## config.mk

```make
export PLATFORM = sky130hd
export DESIGN_NAME = controlUnit
export DESIGN_NICKNAME = d
export VERILOG_FILES = /design/src/controlPkg.sv /design/src/instrDecoder.sv /design/src/ctrlSequencer.sv /design/src/ctrlEncoder.sv /design/src/controlUnit.sv
export VERILOG_INCLUDE_DIRS = /design/src
export SDC_FILE = /design/constraint.sdc
export NUM_CORES = 1
export LEC_CHECK = 0
export BUFFER_PORTS_ARGS = -buffer_cell sky130_fd_sc_hd__buf_4
export CORE_MARGIN = 5
export CORE_UTILIZATION = 50
export CTS_BUF_LIST = sky130_fd_sc_hd__clkbuf_8
export DETAILED_ROUTE_END_ITERATION = 16
export GPL_TIMING_DRIVEN = 0
export PLACE_DENSITY_LB_ADDON = 0.2
export SYNTH_ARGS = -nofsm -noshare
export SYNTH_HDL_FRONTEND = slang
export SYNTH_SLANG_ARGS = --single-unit
```

## constraint.sdc

```tcl
create_clock -name clk -period 2.75 [get_ports clk]
set_input_delay 0.275 -clock clk [delete_from_list [all_inputs] [get_ports clk]]
set_output_delay 0.275 -clock clk [all_outputs]
set_load 0.02 [all_outputs]
```

## src/control_settings.svh

```systemverilog
`ifndef CONTROL_SETTINGS_SVH
`define CONTROL_SETTINGS_SVH

// instruction field widths
`define OPCODE_W 6
`define FUNCT_W  6

// opcodes
`define OP_RTYPE 6'h00
`define OP_J     6'h02
`define OP_BEQ   6'h04
`define OP_BNE   6'h05
`define OP_ADDI  6'h08
`define OP_ADDIU 6'h09
`define OP_LW    6'h23
`define OP_SW    6'h2b

// funct codes for the R-type opcode
`define FN_SLL 6'h00
`define FN_SRL 6'h02
`define FN_SRA 6'h03
`define FN_ADD 6'h20
`define FN_SUB 6'h22
`define FN_AND 6'h24
`define FN_SLT 6'h2a

// ALU operations
`define ALU_PASS 3'd0
`define ALU_ADD  3'd1
`define ALU_SUB  3'd2
`define ALU_AND  3'd3
`define ALU_CMP  3'd7

// shifter operations
`define SH_NONE   3'd0
`define SH_LOAD   3'd1
`define SH_LEFT   3'd2
`define SH_RIGHTL 3'd3
`define SH_RIGHTA 3'd4

// register file write address
`define DST_RT 2'd0
`define DST_RD 2'd3

// register file write data
`define DS_ALUOUT 4'd0
`define DS_MDR    4'd1
`define DS_LT     4'd6
`define DS_SHIFT  4'd7

// ALU operand selects
`define SRCA_PC    2'd0
`define SRCA_REGA  2'd2
`define SRCB_REGB  2'd0
`define SRCB_FOUR  2'd1
`define SRCB_IMM   2'd2
`define SRCB_BROFF 2'd3

// PC source
`define PCS_ALURES 2'd0
`define PCS_BRANCH 2'd1
`define PCS_JUMP   2'd2
`define PCS_EXCEPT 2'd3

// memory address source
`define IORD_PC     3'd0
`define IORD_EXCEPT 3'd1
`define IORD_ALURES 3'd2
`define IORD_ALUOUT 3'd3

`endif

```

## src/controlPkg.sv

```systemverilog
`include "control_settings.svh"

package controlPkg;

    typedef logic [`OPCODE_W-1:0] opcodeT;
    typedef logic [`FUNCT_W-1:0]  functT;

    typedef logic [2:0] aluOpT;
    typedef logic [2:0] shiftOpT;
    typedef logic [1:0] regDstT;
    typedef logic [3:0] dataSrcT;
    typedef logic [1:0] aluSrcT;   // shared by operand A and B
    typedef logic [1:0] pcSrcT;
    typedef logic [2:0] iorDT;

    // closed set of decoded instructions
    typedef enum logic [3:0] {
        clsAdd,
        clsSub,
        clsAnd,
        clsSlt,
        clsSll,
        clsSrl,
        clsSra,
        clsAddi,
        clsAddiu,
        clsBeq,
        clsBne,
        clsJ,
        clsLw,
        clsSw,
        clsIllegal
    } instrClassT;

    typedef enum logic [4:0] {
        fetch1,
        fetch2,
        fetch3,
        decode1,
        decode2,
        execute,
        aluOutRd,
        aluOutRt,
        writeBack,      // ALU result lands here once overflow is cleared
        shiftRun,
        shiftEndRd,
        branchTest,
        lw2,
        lw3,
        lw4,
        sw2,
        exceptOpcode1,
        exceptOpcode2,
        exceptOverflow1,
        exceptOverflow2,
        endExcept1,
        endExcept2,
        endExcept3,
        finish
    } ctrlStateT;

endpackage

```

## src/instrDecoder.sv

```systemverilog
`include "control_settings.svh"

module instrDecoder (
    input  controlPkg::opcodeT     opcode,
    input  controlPkg::functT      funct,
    output controlPkg::instrClassT instrClass
);
    import controlPkg::*;

    always_comb begin
        instrClass = clsIllegal; // anything not listed traps
        case (opcode)
            `OP_RTYPE: begin
                case (funct)
                    `FN_ADD: instrClass = clsAdd;
                    `FN_SUB: instrClass = clsSub;
                    `FN_AND: instrClass = clsAnd;
                    `FN_SLT: instrClass = clsSlt;
                    `FN_SLL: instrClass = clsSll;
                    `FN_SRL: instrClass = clsSrl;
                    `FN_SRA: instrClass = clsSra;
                    default: instrClass = clsIllegal;
                endcase
            end
            `OP_ADDI: begin
                instrClass = clsAddi;
            end
            `OP_ADDIU: begin
                instrClass = clsAddiu;
            end
            `OP_BEQ: begin
                instrClass = clsBeq;
            end
            `OP_BNE: begin
                instrClass = clsBne;
            end
            `OP_J: begin
                instrClass = clsJ;
            end
            `OP_LW: begin
                instrClass = clsLw;
            end
            `OP_SW: begin
                instrClass = clsSw;
            end
            default: begin
                instrClass = clsIllegal;
            end
        endcase
    end

endmodule

```

## src/ctrlSequencer.sv

```systemverilog
module ctrlSequencer (
    input  logic                   clk,
    input  logic                   reset,
    input  controlPkg::instrClassT instrClass,
    input  logic                   overflow,
    output controlPkg::ctrlStateT  state,
    output controlPkg::instrClassT curClass
);
    import controlPkg::*;

    ctrlStateT nextState;
    logic      trapsOverflow;

    // only the signed adds and sub raise the overflow exception
    assign trapsOverflow = overflow &&
                           (curClass == clsAdd || curClass == clsSub || curClass == clsAddi);

    always_ff @(posedge clk) begin
        if (reset) begin
            state    <= fetch1;
            curClass <= clsIllegal;
        end else begin
            state <= nextState;
            if (state == decode2) begin
                curClass <= instrClass; // fields are stable since decode1
            end
        end
    end

    always_comb begin
        nextState = state;
        case (state)
            fetch1:  nextState = fetch2;
            fetch2:  nextState = fetch3;
            fetch3:  nextState = decode1;
            decode1: nextState = decode2;
            decode2: nextState = execute;
            execute: begin
                case (curClass)
                    clsAdd, clsSub, clsAnd: nextState = aluOutRd;
                    clsAddi, clsAddiu:      nextState = aluOutRt;
                    clsSll, clsSrl, clsSra: nextState = shiftRun;
                    clsBeq, clsBne:         nextState = branchTest;
                    clsLw:                  nextState = lw2;
                    clsSw:                  nextState = sw2;
                    clsSlt, clsJ:           nextState = finish; // done in one cycle
                    default:                nextState = exceptOpcode1;
                endcase
            end
            aluOutRd, aluOutRt: begin
                if (trapsOverflow) begin
                    nextState = exceptOverflow1;
                end else begin
                    nextState = writeBack;
                end
            end
            writeBack:       nextState = finish;
            shiftRun:        nextState = shiftEndRd;
            shiftEndRd:      nextState = finish;
            branchTest:      nextState = finish;
            lw2:             nextState = lw3;
            lw3:             nextState = lw4;  // memory read latency
            lw4:             nextState = finish;
            sw2:             nextState = finish;
            exceptOpcode1:   nextState = exceptOpcode2;
            exceptOpcode2:   nextState = endExcept1;
            exceptOverflow1: nextState = exceptOverflow2;
            exceptOverflow2: nextState = endExcept1;
            endExcept1:      nextState = endExcept2;
            endExcept2:      nextState = endExcept3;
            endExcept3:      nextState = finish;
            finish:          nextState = fetch1;
            default:         nextState = fetch1;
        endcase
    end

endmodule

```

## src/ctrlEncoder.sv

```systemverilog
`include "control_settings.svh"

module ctrlEncoder (
    input  controlPkg::ctrlStateT  state,
    input  controlPkg::instrClassT curClass,
    input  logic                   eq,
    output controlPkg::aluOpT      aluOp,
    output controlPkg::shiftOpT    shiftOp,
    output controlPkg::iorDT       iorD,
    output controlPkg::regDstT     regDst,
    output controlPkg::dataSrcT    dataSrc,
    output controlPkg::aluSrcT     aluSrcA,
    output controlPkg::aluSrcT     aluSrcB,
    output controlPkg::pcSrcT      pcSrc,
    output logic                   pcWrite,
    output logic                   memWrite,
    output logic                   irWrite,
    output logic                   regWrite,
    output logic                   aluOutWrite,
    output logic                   epcWrite,
    output logic                   regAWrite,
    output logic                   regBWrite,
    output logic                   mdrWrite
);
    import controlPkg::*;

    logic branchTaken;

    assign branchTaken = (curClass == clsBeq && eq) || (curClass == clsBne && !eq);

    always_comb begin
        aluOp       = `ALU_PASS;
        shiftOp     = `SH_NONE;
        iorD        = `IORD_PC;
        regDst      = `DST_RT;
        dataSrc     = `DS_ALUOUT;
        aluSrcA     = `SRCA_PC;
        aluSrcB     = `SRCB_REGB;
        pcSrc       = `PCS_ALURES;
        pcWrite     = 1'b0;
        memWrite    = 1'b0;
        irWrite     = 1'b0;
        regWrite    = 1'b0;
        aluOutWrite = 1'b0;
        epcWrite    = 1'b0;
        regAWrite   = 1'b0;
        regBWrite   = 1'b0;
        mdrWrite    = 1'b0;
        case (state)
            fetch1, fetch2: begin
                aluSrcA = `SRCA_PC;
                aluSrcB = `SRCB_FOUR;
                aluOp   = `ALU_ADD;      // PC + 4
                iorD    = `IORD_PC;
                pcWrite = (state == fetch2);
            end
            fetch3: irWrite = 1'b1;
            decode1: begin
                aluSrcA     = `SRCA_PC;
                aluSrcB     = `SRCB_BROFF;  // branch target precomputed
                aluOp       = `ALU_ADD;
                aluOutWrite = 1'b1;
            end
            decode2: begin
                regAWrite = 1'b1;
                regBWrite = 1'b1;
            end
            execute: begin
                aluSrcA = `SRCA_REGA;
                case (curClass)
                    clsAdd, clsSub, clsAnd: begin
                        aluSrcB     = `SRCB_REGB;
                        aluOp       = (curClass == clsAdd) ? `ALU_ADD :
                                      (curClass == clsSub) ? `ALU_SUB : `ALU_AND;
                        aluOutWrite = 1'b1;
                    end
                    clsAddi, clsAddiu, clsSw: begin
                        aluSrcB     = `SRCB_IMM;
                        aluOp       = `ALU_ADD;
                        aluOutWrite = 1'b1;
                    end
                    clsSlt: begin
                        aluOp    = `ALU_CMP;
                        regWrite = 1'b1;
                        dataSrc  = `DS_LT;
                        regDst   = `DST_RD;
                    end
                    clsSll, clsSrl, clsSra: shiftOp = `SH_LOAD;
                    clsBeq, clsBne:         aluOp = `ALU_CMP; // eq valid next cycle
                    clsJ: begin
                        pcWrite = 1'b1;
                        pcSrc   = `PCS_JUMP;
                    end
                    clsLw: begin
                        aluSrcB = `SRCB_IMM;
                        aluOp   = `ALU_ADD;
                        iorD    = `IORD_ALURES;  // address straight from the ALU
                    end
                    default: aluSrcA = `SRCA_PC;
                endcase
            end
            writeBack: begin
                regWrite = 1'b1;
                dataSrc  = `DS_ALUOUT;
                regDst   = (curClass == clsAddi || curClass == clsAddiu) ? `DST_RT : `DST_RD;
            end
            shiftRun: begin
                shiftOp = (curClass == clsSll) ? `SH_LEFT :
                          (curClass == clsSrl) ? `SH_RIGHTL : `SH_RIGHTA;
            end
            shiftEndRd: begin
                regWrite = 1'b1;
                dataSrc  = `DS_SHIFT;
                regDst   = `DST_RD;
            end
            branchTest: begin
                pcWrite = branchTaken;
                pcSrc   = `PCS_BRANCH;
            end
            lw2: mdrWrite = 1'b1;
            lw4: begin
                regWrite = 1'b1;
                dataSrc  = `DS_MDR;
                regDst   = `DST_RT;
            end
            sw2: begin
                memWrite = 1'b1;
                iorD     = `IORD_ALUOUT;
            end
            exceptOpcode1, exceptOverflow1: begin
                epcWrite = 1'b1;   // EPC takes PC - 4
                aluSrcA  = `SRCA_PC;
                aluSrcB  = `SRCB_FOUR;
                aluOp    = `ALU_SUB;
            end
            exceptOpcode2, exceptOverflow2: iorD = `IORD_EXCEPT;
            endExcept3: begin
                pcWrite  = 1'b1;
                pcSrc    = `PCS_EXCEPT;
                mdrWrite = 1'b1;
            end
            default: irWrite = 1'b0;
        endcase
    end

endmodule

```

## src/controlUnit.sv

```systemverilog
module controlUnit (
    input  logic                clk,
    input  logic                reset,
    input  controlPkg::opcodeT  opcode,
    input  controlPkg::functT   funct,
    input  logic                overflow,
    input  logic                eq,
    output controlPkg::aluOpT   aluOp,
    output controlPkg::shiftOpT shiftOp,
    output controlPkg::iorDT    iorD,
    output controlPkg::regDstT  regDst,
    output controlPkg::dataSrcT dataSrc,
    output controlPkg::aluSrcT  aluSrcA,
    output controlPkg::aluSrcT  aluSrcB,
    output controlPkg::pcSrcT   pcSrc,
    output logic                pcWrite,
    output logic                memWrite,
    output logic                irWrite,
    output logic                regWrite,
    output logic                aluOutWrite,
    output logic                epcWrite,
    output logic                regAWrite,
    output logic                regBWrite,
    output logic                mdrWrite
);
    import controlPkg::*;

    instrClassT instrClass;   // decoded live from the IR fields
    instrClassT curClass;     // latched in decode2
    ctrlStateT  state;

    instrDecoder i_decoder (
        .opcode    (opcode),
        .funct     (funct),
        .instrClass(instrClass)
    );

    ctrlSequencer i_sequencer (
        .clk       (clk),
        .reset     (reset),
        .instrClass(instrClass),
        .overflow  (overflow),
        .state     (state),
        .curClass  (curClass)
    );

    ctrlEncoder i_encoder (
        .state      (state),
        .curClass   (curClass),
        .eq         (eq),
        .aluOp      (aluOp),
        .shiftOp    (shiftOp),
        .iorD       (iorD),
        .regDst     (regDst),
        .dataSrc    (dataSrc),
        .aluSrcA    (aluSrcA),
        .aluSrcB    (aluSrcB),
        .pcSrc      (pcSrc),
        .pcWrite    (pcWrite),
        .memWrite   (memWrite),
        .irWrite    (irWrite),
        .regWrite   (regWrite),
        .aluOutWrite(aluOutWrite),
        .epcWrite   (epcWrite),
        .regAWrite  (regAWrite),
        .regBWrite  (regBWrite),
        .mdrWrite   (mdrWrite)
    );

endmodule

```

==> results of run 1 <==
[per-layer routing]
layer	global-route usage, %	part of all wire, %
met1	26.7	46
met5	0	0
met3	2.38	7.5
met4	5.33	0.70
met2	36.8	46
[logic make-up (layout without fill, tap and decap cells)]
family / count (synthesis) / count (layout)
DFF: 14 / 14
adders and majority gates: 3 / 3
AOI/OAI and AO/OA: 76 / 76
xor gates and xnor gates: 2 / 2
muxes: 1 / 1
other: 1 / 3
and+or+nand+nor: 100 / 100
buffers and inverters: 37 / 82
[Yosys cell counts, types with 2 or more instances]
master,number,area share [%]
nand2_1,18,4.3
a31oi_1,5,2.0
o2111ai_1,2,1.1
o311a_1,2,1.3
buf_4,6,2.9
nor2_1,32,7.6
ha_1,3,2.4
o22ai_1,2,0.79
nor3_1,15,4.8
o211ai_1,3,1.4
or4b_2,2,1.3
and3_1,4,1.6
nor3b_1,2,0.95
dfxtp_1,14,18
a21o_1,4,1.9
buf_1,2,0.48
inv_1,9,2.1
o21ai_0,12,3.8
a21oi_1,18,5.7
nor4_1,2,0.79
nand4_1,2,0.79
nand3b_1,2,0.95
a2111o_1,2,1.4
nand2b_1,5,2.0
o31ai_1,4,1.9
clkbuf_1,16,3.8
a211oi_1,3,1.4
or3_1,6,2.4
o31a_1,3,1.7
[through the flow]
step           util [%]  hold slack, ns
2_1_floorplan         -           0.461
3_3_place_gp       63.9           0.610
3_5_place_dp       63.9           0.597
4_1_cts            65.7           0.342
5_1_grt            65.7           0.360
6_report           65.7           0.349
[critical path, cell delays in order, from the launching register on]
cell	delay [ns]
dfxtp_1	0.33
clkbuf_1	0.34
nand2b_1	0.26
nor2_1	0.18
nand2_1	0.14
nor2_1	0.15
nand2_1	0.11
o31ai_1	0.11
buf_4	0.16
buf_4	0.13
[how the worst max path moves through the flow]
stage / start / end / slack (ns) / depth (start not counted)
final: i_sequencer.state[0] / dataSrc[2] / 0.32 / 9
after detailed placement: opcode[0] / flip-flop / 0.27 / 10
after global placement: opcode[0] / flip-flop / 0.27 / 10
after global routing: i_sequencer.state[0] / dataSrc[2] / 0.07 / 9
after CTS: i_sequencer.state[0] / dataSrc[2] / 0.33 / 9
after floorplan: i_sequencer.curClass[1] / regDst[1] / 0.45 / 6
[where the power goes]
part	total (mW)	internal (mW)	switching (mW)
Combinational	0.680	0.247	0.433
Sequential	0.247	0.231	0.0168
Clock	0.188	0.126	0.0614
Total	1.11	0.604	0.511
[layout make-up]
class	count	area, um2
tap	44	55.1
buffer	26	123
fill	305	1050
clock buffer	4	55.1
inverter	11	43.8
multi-input combinational	185	1140
timing repair buffer	41	308
sequential	14	280
==> impl_metrics.py, run 1 <==
metrics = {
    "yosys": {
        "ys_seq_area_share_pct": 17.7,
        "netlist_instances": 234,
        "avgSynthCellArea_um2": 6.75,
        "yosys.area_share.simple_pct": 32.4,
        "ys_types": 63,
        "synthAdderAreaFrac_pct": 2.38,
        "muxShareOfSynthArea_pct": 0.634,
        "async_flop_share_pct": 0,
        "yosysWarnings": 0,
        "ys.flop_type": "dfxtp_1",
        "synth-compound-area-share_pct": 34.9,
        "syn_area_mm2": 0.00158,
        "synth_xor_area_share_pct": 1.11,
        "synth_edf_count": 0,
        "synth_top_family_by_area": "compound AO/OA/AOI/OAI gates",
        "synth_seq_cells": 14,
    },
    "sta": {
        "grt_setup_unrepaired": "false",
        "worst_slack_ns": 0.316,
        "min_period_over_period_pct": 88.5,
        "setup_viol": 0,
        "drv_slew": 0,
        "period_needed_ns": 2.43,
        "skew_ns": 0.000565,
        "hold_viol_final": 0,
        "fin_tns_setup_ns": 0,
        "max_freq_mhz": 411,
        "tightestPinTransition_ns": 0.590,
        "slew_headroom_pct": 60.7,
    },
    "critical_path": {
        "r2r-start": "i_sequencer.state[1]",
        "end_kind": "output port",
        "critical_path_class": "reg2out",
        "worst-path-max-fanout": 10,
        "r2r_slack_ns": 0.44,
        "cp.arrival_ns": 2.16,
        "reg2reg_depth": 8,
        "required_ns": 2.48,
        "crit_path_start_kind": "flip-flop",
    },
    "power": {
        "ir_drop_v": 0.000399,
        "power.leakage_nw": 0.869,
        "p_total_mw": 1.11,
        "power.density_mw_per_mm2": 556,
    },
    "die": {
        "fp.dieH_um": 66.2,
        "io_pins": 46,
        "rows": 20,
        "fp.dieArea_mm2": 0.00438,
        "core-area_mm2": 0.00305,
        "die_x_um": 66.2,
        "start_util_pct": 51.7,
    },
    "clock_tree": {
        "cts_tree": "done",
        "clk_latency_ns": 0.24,
        "cts.sinks": 14,
        "htree_levels": 1,
        "cts_hold_buf": 0,
        "cts.clk_slew.worst_paths_ns": 0.05,
        "clockRootBuffer": "clkbuf_8",
        "max-clock-path-buffers": 2,
        "cts_buffers": 3,
        "cts_setup_buffers": 0,
        "cts-resized-gates": 0,
    },
    "cells_and_area": {
        "nets": 301,
        "final_cell_mix": "47 x buf_4, 32 x nor2_1, 18 x nand2_1, 18 x a21oi_1, 16 x clkbuf_1",
        "antenna_cells": 0,
        "drive_above_1_share_pct": 21.7,
        "final_common_cell": "buf_4",
        "areaGrowthSynthToFinish_pct": 26.9,
        "final_cells": 325,
        "fin_area_mm2": 0.00200,
    },
    "route": {
        "antenna_left": 0,
        "routedWlPerCell_um": 13.7,
        "drc_errors": 0,
        "vias": 1875,
        "avgViaCountPerCell": 5.77,
        "drt_iter0_drc": 202,
        "first_pass_iters": 4,
        "wirelength_mm": 4.45,
    },
    "hold_path": {
        "holdPathEnd": "i_sequencer.state[2]",
        "worst_hold_startpoint": "reset",
        "min_path_type": "in2reg",
        "worstHoldPathCells": 3,
    },
    "global_route": {
        "grt_start_max_net_pins": 11,
        "grt_pass1_wl_mm": 7.42,
        "overflow": 0,
        "grt_pass1_vias": 1733,
        "antenna_found_initial": 0,
        "grt_use_total_pct": 20.9,
    },
    "place": {
        "portBuffers": 41,
        "place_ws_ns": 0.269,
        "placed_area_mm2": 0.00195,
        "hpwl_mm": 3.49,
        "placedCellCount": 321,
        "gp_congestion": 0.927,
    },
    "outcome": {
        "outcome": "complete, no violations",
    },
    "job": {
        "max_cap_viol_count": 0,
    },
}
Note: power is estimated with default switching activity, not from simulation.
==> inputs of run 2 (changes only) <==
- CORE_ASPECT_RATIO: default -> 0.6
- REMOVE_ABC_BUFFERS: default -> 1
- SKIP_CTS_REPAIR_TIMING: default -> 1
==> impl_metrics.py, run 2 (synthesis gave the netlist of run 1 again) <==
metrics = {
    "place": {
        "gp_congestion": 0.868,
        "placed_area_mm2": 0.00183,
        "place_ws_ns": -0.117,
        "hpwl_mm": 3.47,
        "portBuffers": 42,
    },
    "route": {
        "vias": 1819,
        "drc_errors": 0,
        "first_pass_iters": 5,
        "wirelength_mm": 4.64,
        "routedWlPerCell_um": 15.6,
        "antenna_left": 0,
        "avgViaCountPerCell": 6.12,
        "drt_iter0_drc": 214,
    },
    "cells_and_area": {
        "finalCoreUtilization_pct": 63.8,
        "areaGrowthSynthToFinish_pct": 19.0,
        "drive_above_1_share_pct": 22.7,
        "final_cell_mix": "42 x buf_4, 32 x nor2_1, 18 x nand2_1, 18 x a21oi_1, 15 x nor3_1",
        "final_common_cell": "buf_4",
        "fin_area_mm2": 0.00188,
        "antenna_cells": 0,
        "nFillCells": 303,
        "nets": 276,
    },
    "power": {
        "swShare_pct": 47.6,
        "seqPwrFrac_pct": 33.5,
        "p_int_uw": 552,
        "ir_drop_v": 0.000287,
        "power.leakage_nw": 0.807,
        "p_sw_uw": 502,
        "power.density_mw_per_mm2": 561,
        "power.share.clock_pct": 15.6,
        "comb_power_share_pct": 50.9,
    },
    "sta": {
        "grt_setup_unrepaired": "false",
        "hold_viol_final": 0,
        "drv_slew": 0,
        "period_needed_ns": 2.65,
        "fin_tns_setup_ns": 0,
        "slew_headroom_pct": 62.5,
        "worst_slack_ns": 0.0989,
        "skew_ns": 0.00424,
        "setup_viol": 0,
        "whs_ns": 0.317,
        "max_freq_mhz": 377,
        "tightestPinTransition_ns": 0.556,
        "min_period_over_period_pct": 96.4,
    },
    "global_route": {
        "grt_pass1_vias": 1544,
        "antenna_found_initial": 0,
        "grt_use_total_pct": 22.0,
        "grt_start_max_net_pins": 30,
        "overflow": 0,
        "grt_pass1_wl_mm": 7.47,
    },
    "hold_path": {
        "holdPathEnd": "i_sequencer.state[3]",
        "worst_hold_startpoint": "reset",
        "min_path_type": "in2reg",
        "worstHoldPathCells": 2,
    },
    "clock_tree": {
        "clockRootBuffer": "clkbuf_8",
        "htree_levels": 1,
        "cts.clk_slew.worst_paths_ns": 0.06,
        "cts.sinks": 14,
        "cts_tree": "done",
        "cts_buffers": 3,
        "max-clock-path-buffers": 2,
        "clk_latency_ns": 0.24,
    },
    "critical_path": {
        "reg2reg_depth": 7,
        "worst-path-max-fanout": 24,
        "required_ns": 2.88,
        "crit_path_start_kind": "flip-flop",
        "cp.arrival_ns": 2.78,
        "end_kind": "flip-flop",
        "r2r-start": "i_sequencer.state[2]",
        "critical_path_class": "reg2reg",
        "r2r_slack_ns": 0.1,
    },
    "die": {
        "io_pins": 46,
        "die_x_um": 82.6,
        "fp.dieH_um": 53.5,
        "core-area_mm2": 0.00295,
        "fp.dieArea_mm2": 0.00442,
        "rows": 15,
        "start_util_pct": 53.6,
    },
    "job": {
        "max_cap_viol_count": 0,
    },
    "outcome": {
        "outcome": "complete, no violations",
    },
}
run 2: changes by cell type in the layout (fill, tap and decap cells not counted):
cell	change
dfxtp_1	-5
clkbuf_2	-1
buf_1	-2
buf_2	-1
clkbuf_1	-16
clkbuf_8	-1
buf_4	-5
dfxtp_2	+5
run 2: per-layer routing:
layer	wire [um]	share of wire, %	global-route usage, %	vias up
li1	-	-	-	903
met1	2260	49	35.8	823
met2	1890	41	30.3	93
met3	490	11	4.85	0
met4	0	0	0.815	0
met5	0	0	0	-
run 2: how the worst max path moves through the flow:
stage,cells past startpoint,end,slack (ns),from
2_1_floorplan,2,regDst[0],0.24,i_sequencer.state[4]
3_3_place_gp,7,flip-flop,-0.09,i_sequencer.state[2]
3_5_place_dp,7,flip-flop,-0.12,i_sequencer.state[2]
4_1_cts,7,flip-flop,-0.12,i_sequencer.state[2]
5_1_grt,7,flip-flop,0.01,i_sequencer.state[2]
6_report,7,flip-flop,0.1,i_sequencer.state[2]
run 2: power by group through the flow:
stage	clock (mW)	combinational, mW	sequential, mW
final	0.164	0.537	0.353
after global routing	0.185	0.586	0.367
after CTS	0.167	0.531	0.344
after detailed placement	0	0.525	0.349
after global placement	0	0.519	0.349
after floorplan	0	0.354	0.317
run 2: worst max-delay path: stages, from the launching register on:
cell	delay, ns
dfxtp_2	0.57
nand2b_1	0.27
or2_0	0.39
inv_2	0.20
nand4_1	0.22
o31a_1	0.23
ha_1	0.29
o311a_1	0.36
run 2: cell type report:
| cell class | instances | area (um2) | share of cell area (%) |
|---|---|---|---|
| Inverter | 11 | 43.8 | 2.33 |
| Clock buffer | 3 | 41.3 | 2.20 |
| Multi-Input combinational cell | 185 | 1140 | 60.7 |
| Tap cell | 42 | 52.6 | 2.80 |
| Timing Repair Buffer | 42 | 315 | 16.8 |
| Sequential cell | 14 | 287 | 15.2 |
run 2: through the flow:
step	cells	power [mW]
2_1_floorplan	210	0.671
3_3_place_gp	294	0.868
3_5_place_dp	294	0.874
4_1_cts	297	1.04
6_report	297	1.05
5_1_grt	297	1.14
==> inputs of run 3 (changes only) <==
- CORE_UTILIZATION: 50 -> 58
- SETUP_SLACK_MARGIN: default -> 0.15
- clock period: 2.75 -> 3.2 ns (I/O delays scaled with it)
==> impl_metrics.py, run 3 (synthesis gave the netlist of run 1 again) <==
metrics = {
    "die": {
        "start_util_pct": 61.7,
        "die_x_um": 77.4,
        "core-area_mm2": 0.00256,
        "io_pins": 46,
        "rows": 14,
        "fp.dieH_um": 50.4,
        "fp.dieArea_mm2": 0.00390,
    },
    "route": {
        "antenna_left": 0,
        "met3_length_um": 477,
        "drt_iter0_drc": 263,
        "met1Wirelength_mm": 2.02,
        "vias": 1856,
        "top_layer": "met4",
        "avgViaCountPerCell": 6.47,
        "dr_wl_met2_mm": 1.81,
        "wirelength_mm": 4.32,
        "first_pass_iters": 4,
        "drc_errors": 0,
        "routedWlPerCell_um": 15.0,
    },
    "job": {
        "max_cap_viol_count": 0,
    },
    "clock_tree": {
        "htree_levels": 1,
        "cts.sinks": 14,
        "clk_latency_ns": 0.24,
        "cts_tree": "done",
        "cts_buffers": 3,
        "max-clock-path-buffers": 2,
        "cts.clk_slew.worst_paths_ns": 0.05,
        "clockRootBuffer": "clkbuf_8",
    },
    "place": {
        "hpwl_mm": 3.29,
        "gp_congestion": 0.908,
        "place_ws_ns": 0.426,
        "portBuffers": 42,
        "placed_area_mm2": 0.00182,
    },
    "critical_path": {
        "crit_path_start_kind": "flip-flop",
        "required_ns": 3.33,
        "critical_path_class": "reg2reg",
        "worst-path-max-fanout": 24,
        "end_kind": "flip-flop",
        "cp.arrival_ns": 2.96,
    },
    "sta": {
        "slew_headroom_pct": 41.2,
        "fin_tns_setup_ns": 0,
        "max_freq_mhz": 353,
        "tightestPinTransition_ns": 0.881,
        "drv_slew": 0,
        "worst_slack_ns": 0.365,
        "period_needed_ns": 2.83,
        "min_period_over_period_pct": 88.6,
        "grt_setup_unrepaired": "false",
        "setup_viol": 0,
        "hold_viol_final": 0,
        "skew_ns": 0.00313,
    },
    "global_route": {
        "grt_pass1_vias": 1475,
        "antenna_found_initial": 0,
        "grt_pass1_wl_mm": 6.78,
        "grt_start_max_net_pins": 30,
        "grt_use_total_pct": 20.5,
        "overflow": 0,
    },
    "power": {
        "power.leakage_nw": 0.805,
        "power.density_mw_per_mm2": 483,
        "ir_drop_v": 0.000526,
    },
    "cells_and_area": {
        "fin_area_mm2": 0.00186,
        "multi_input_area_mm2": 0.00114,
        "drive_above_1_share_pct": 20.8,
        "final_cell_mix": "42 x buf_4, 32 x nor2_1, 18 x nand2_1, 18 x a21oi_1, 15 x nor3_1",
        "antenna_cells": 0,
        "ff_latch_area_um2": 280,
        "nFillCells": 218,
        "nets": 276,
        "areaGrowthSynthToFinish_pct": 17.8,
        "finalCoreUtilization_pct": 72.7,
        "final_common_cell": "buf_4",
    },
    "outcome": {
        "outcome": "complete, no violations",
    },
    "hold_path": {
        "min_path_type": "in2reg",
    },
}
-- run 3: cell count changes in the layout (fill, tap and decap cells not counted) --
cell     previous run  this run
dfxtp_2             5         0
dfxtp_1             9        14
-- run 3: critical path: stages (launching register included) --
cell,delay [ns]
dfxtp_1,0.82
nand2b_1,0.30
or2_0,0.40
inv_2,0.20
nand4_1,0.19
o31a_1,0.20
ha_1,0.26
o311a_1,0.35
-- run 3: report_power, final --
group          total, mW  leakage, nW  internal (mW)  switching [mW]
Sequential         0.302        0.114          0.198           0.104
Combinational      0.457        0.670          0.190           0.267
Clock              0.139       0.0216         0.0830          0.0562
-- run 3: stage by stage --
step	std cells	hold slack, ns	power, mW
finish	287	0.360	0.898
CTS	287	0.353	0.892
detailed placement	284	0.617	0.752
global route	287	0.377	0.955
floorplan	210	0.392	0.577
global placement	284	0.609	0.745
-- run 3: cell type report --
cell class,count,share of cell area (%)
flip-flops and latches,14,15.1
multi-input cells,185,61.3
clock buffers,3,2.22
well taps,32,2.15
repair buffers,42,16.9
inverters,11,2.35
-- run 3: path summary, 6_finish.rpt --
kind | start | endpoint | slack (ns) | cells past startpoint
min | reset | i_sequencer.curClass[0] | 0.36 | 2
max | i_sequencer.state[2] | flip-flop | 0.37 | 7
min reg2reg | flip-flop | i_sequencer.state[1] | 0.68 | 4
max reg2reg | i_sequencer.state[2] | flip-flop | 0.37 | 7
-- run 3: layer usage --
metal  up-vias  global-route usage [%]
li1        902                       -
met1       852                    31.5
met2        97                    29.9
met3         5                    4.46
met4         0                    2.29
met5         -                       0
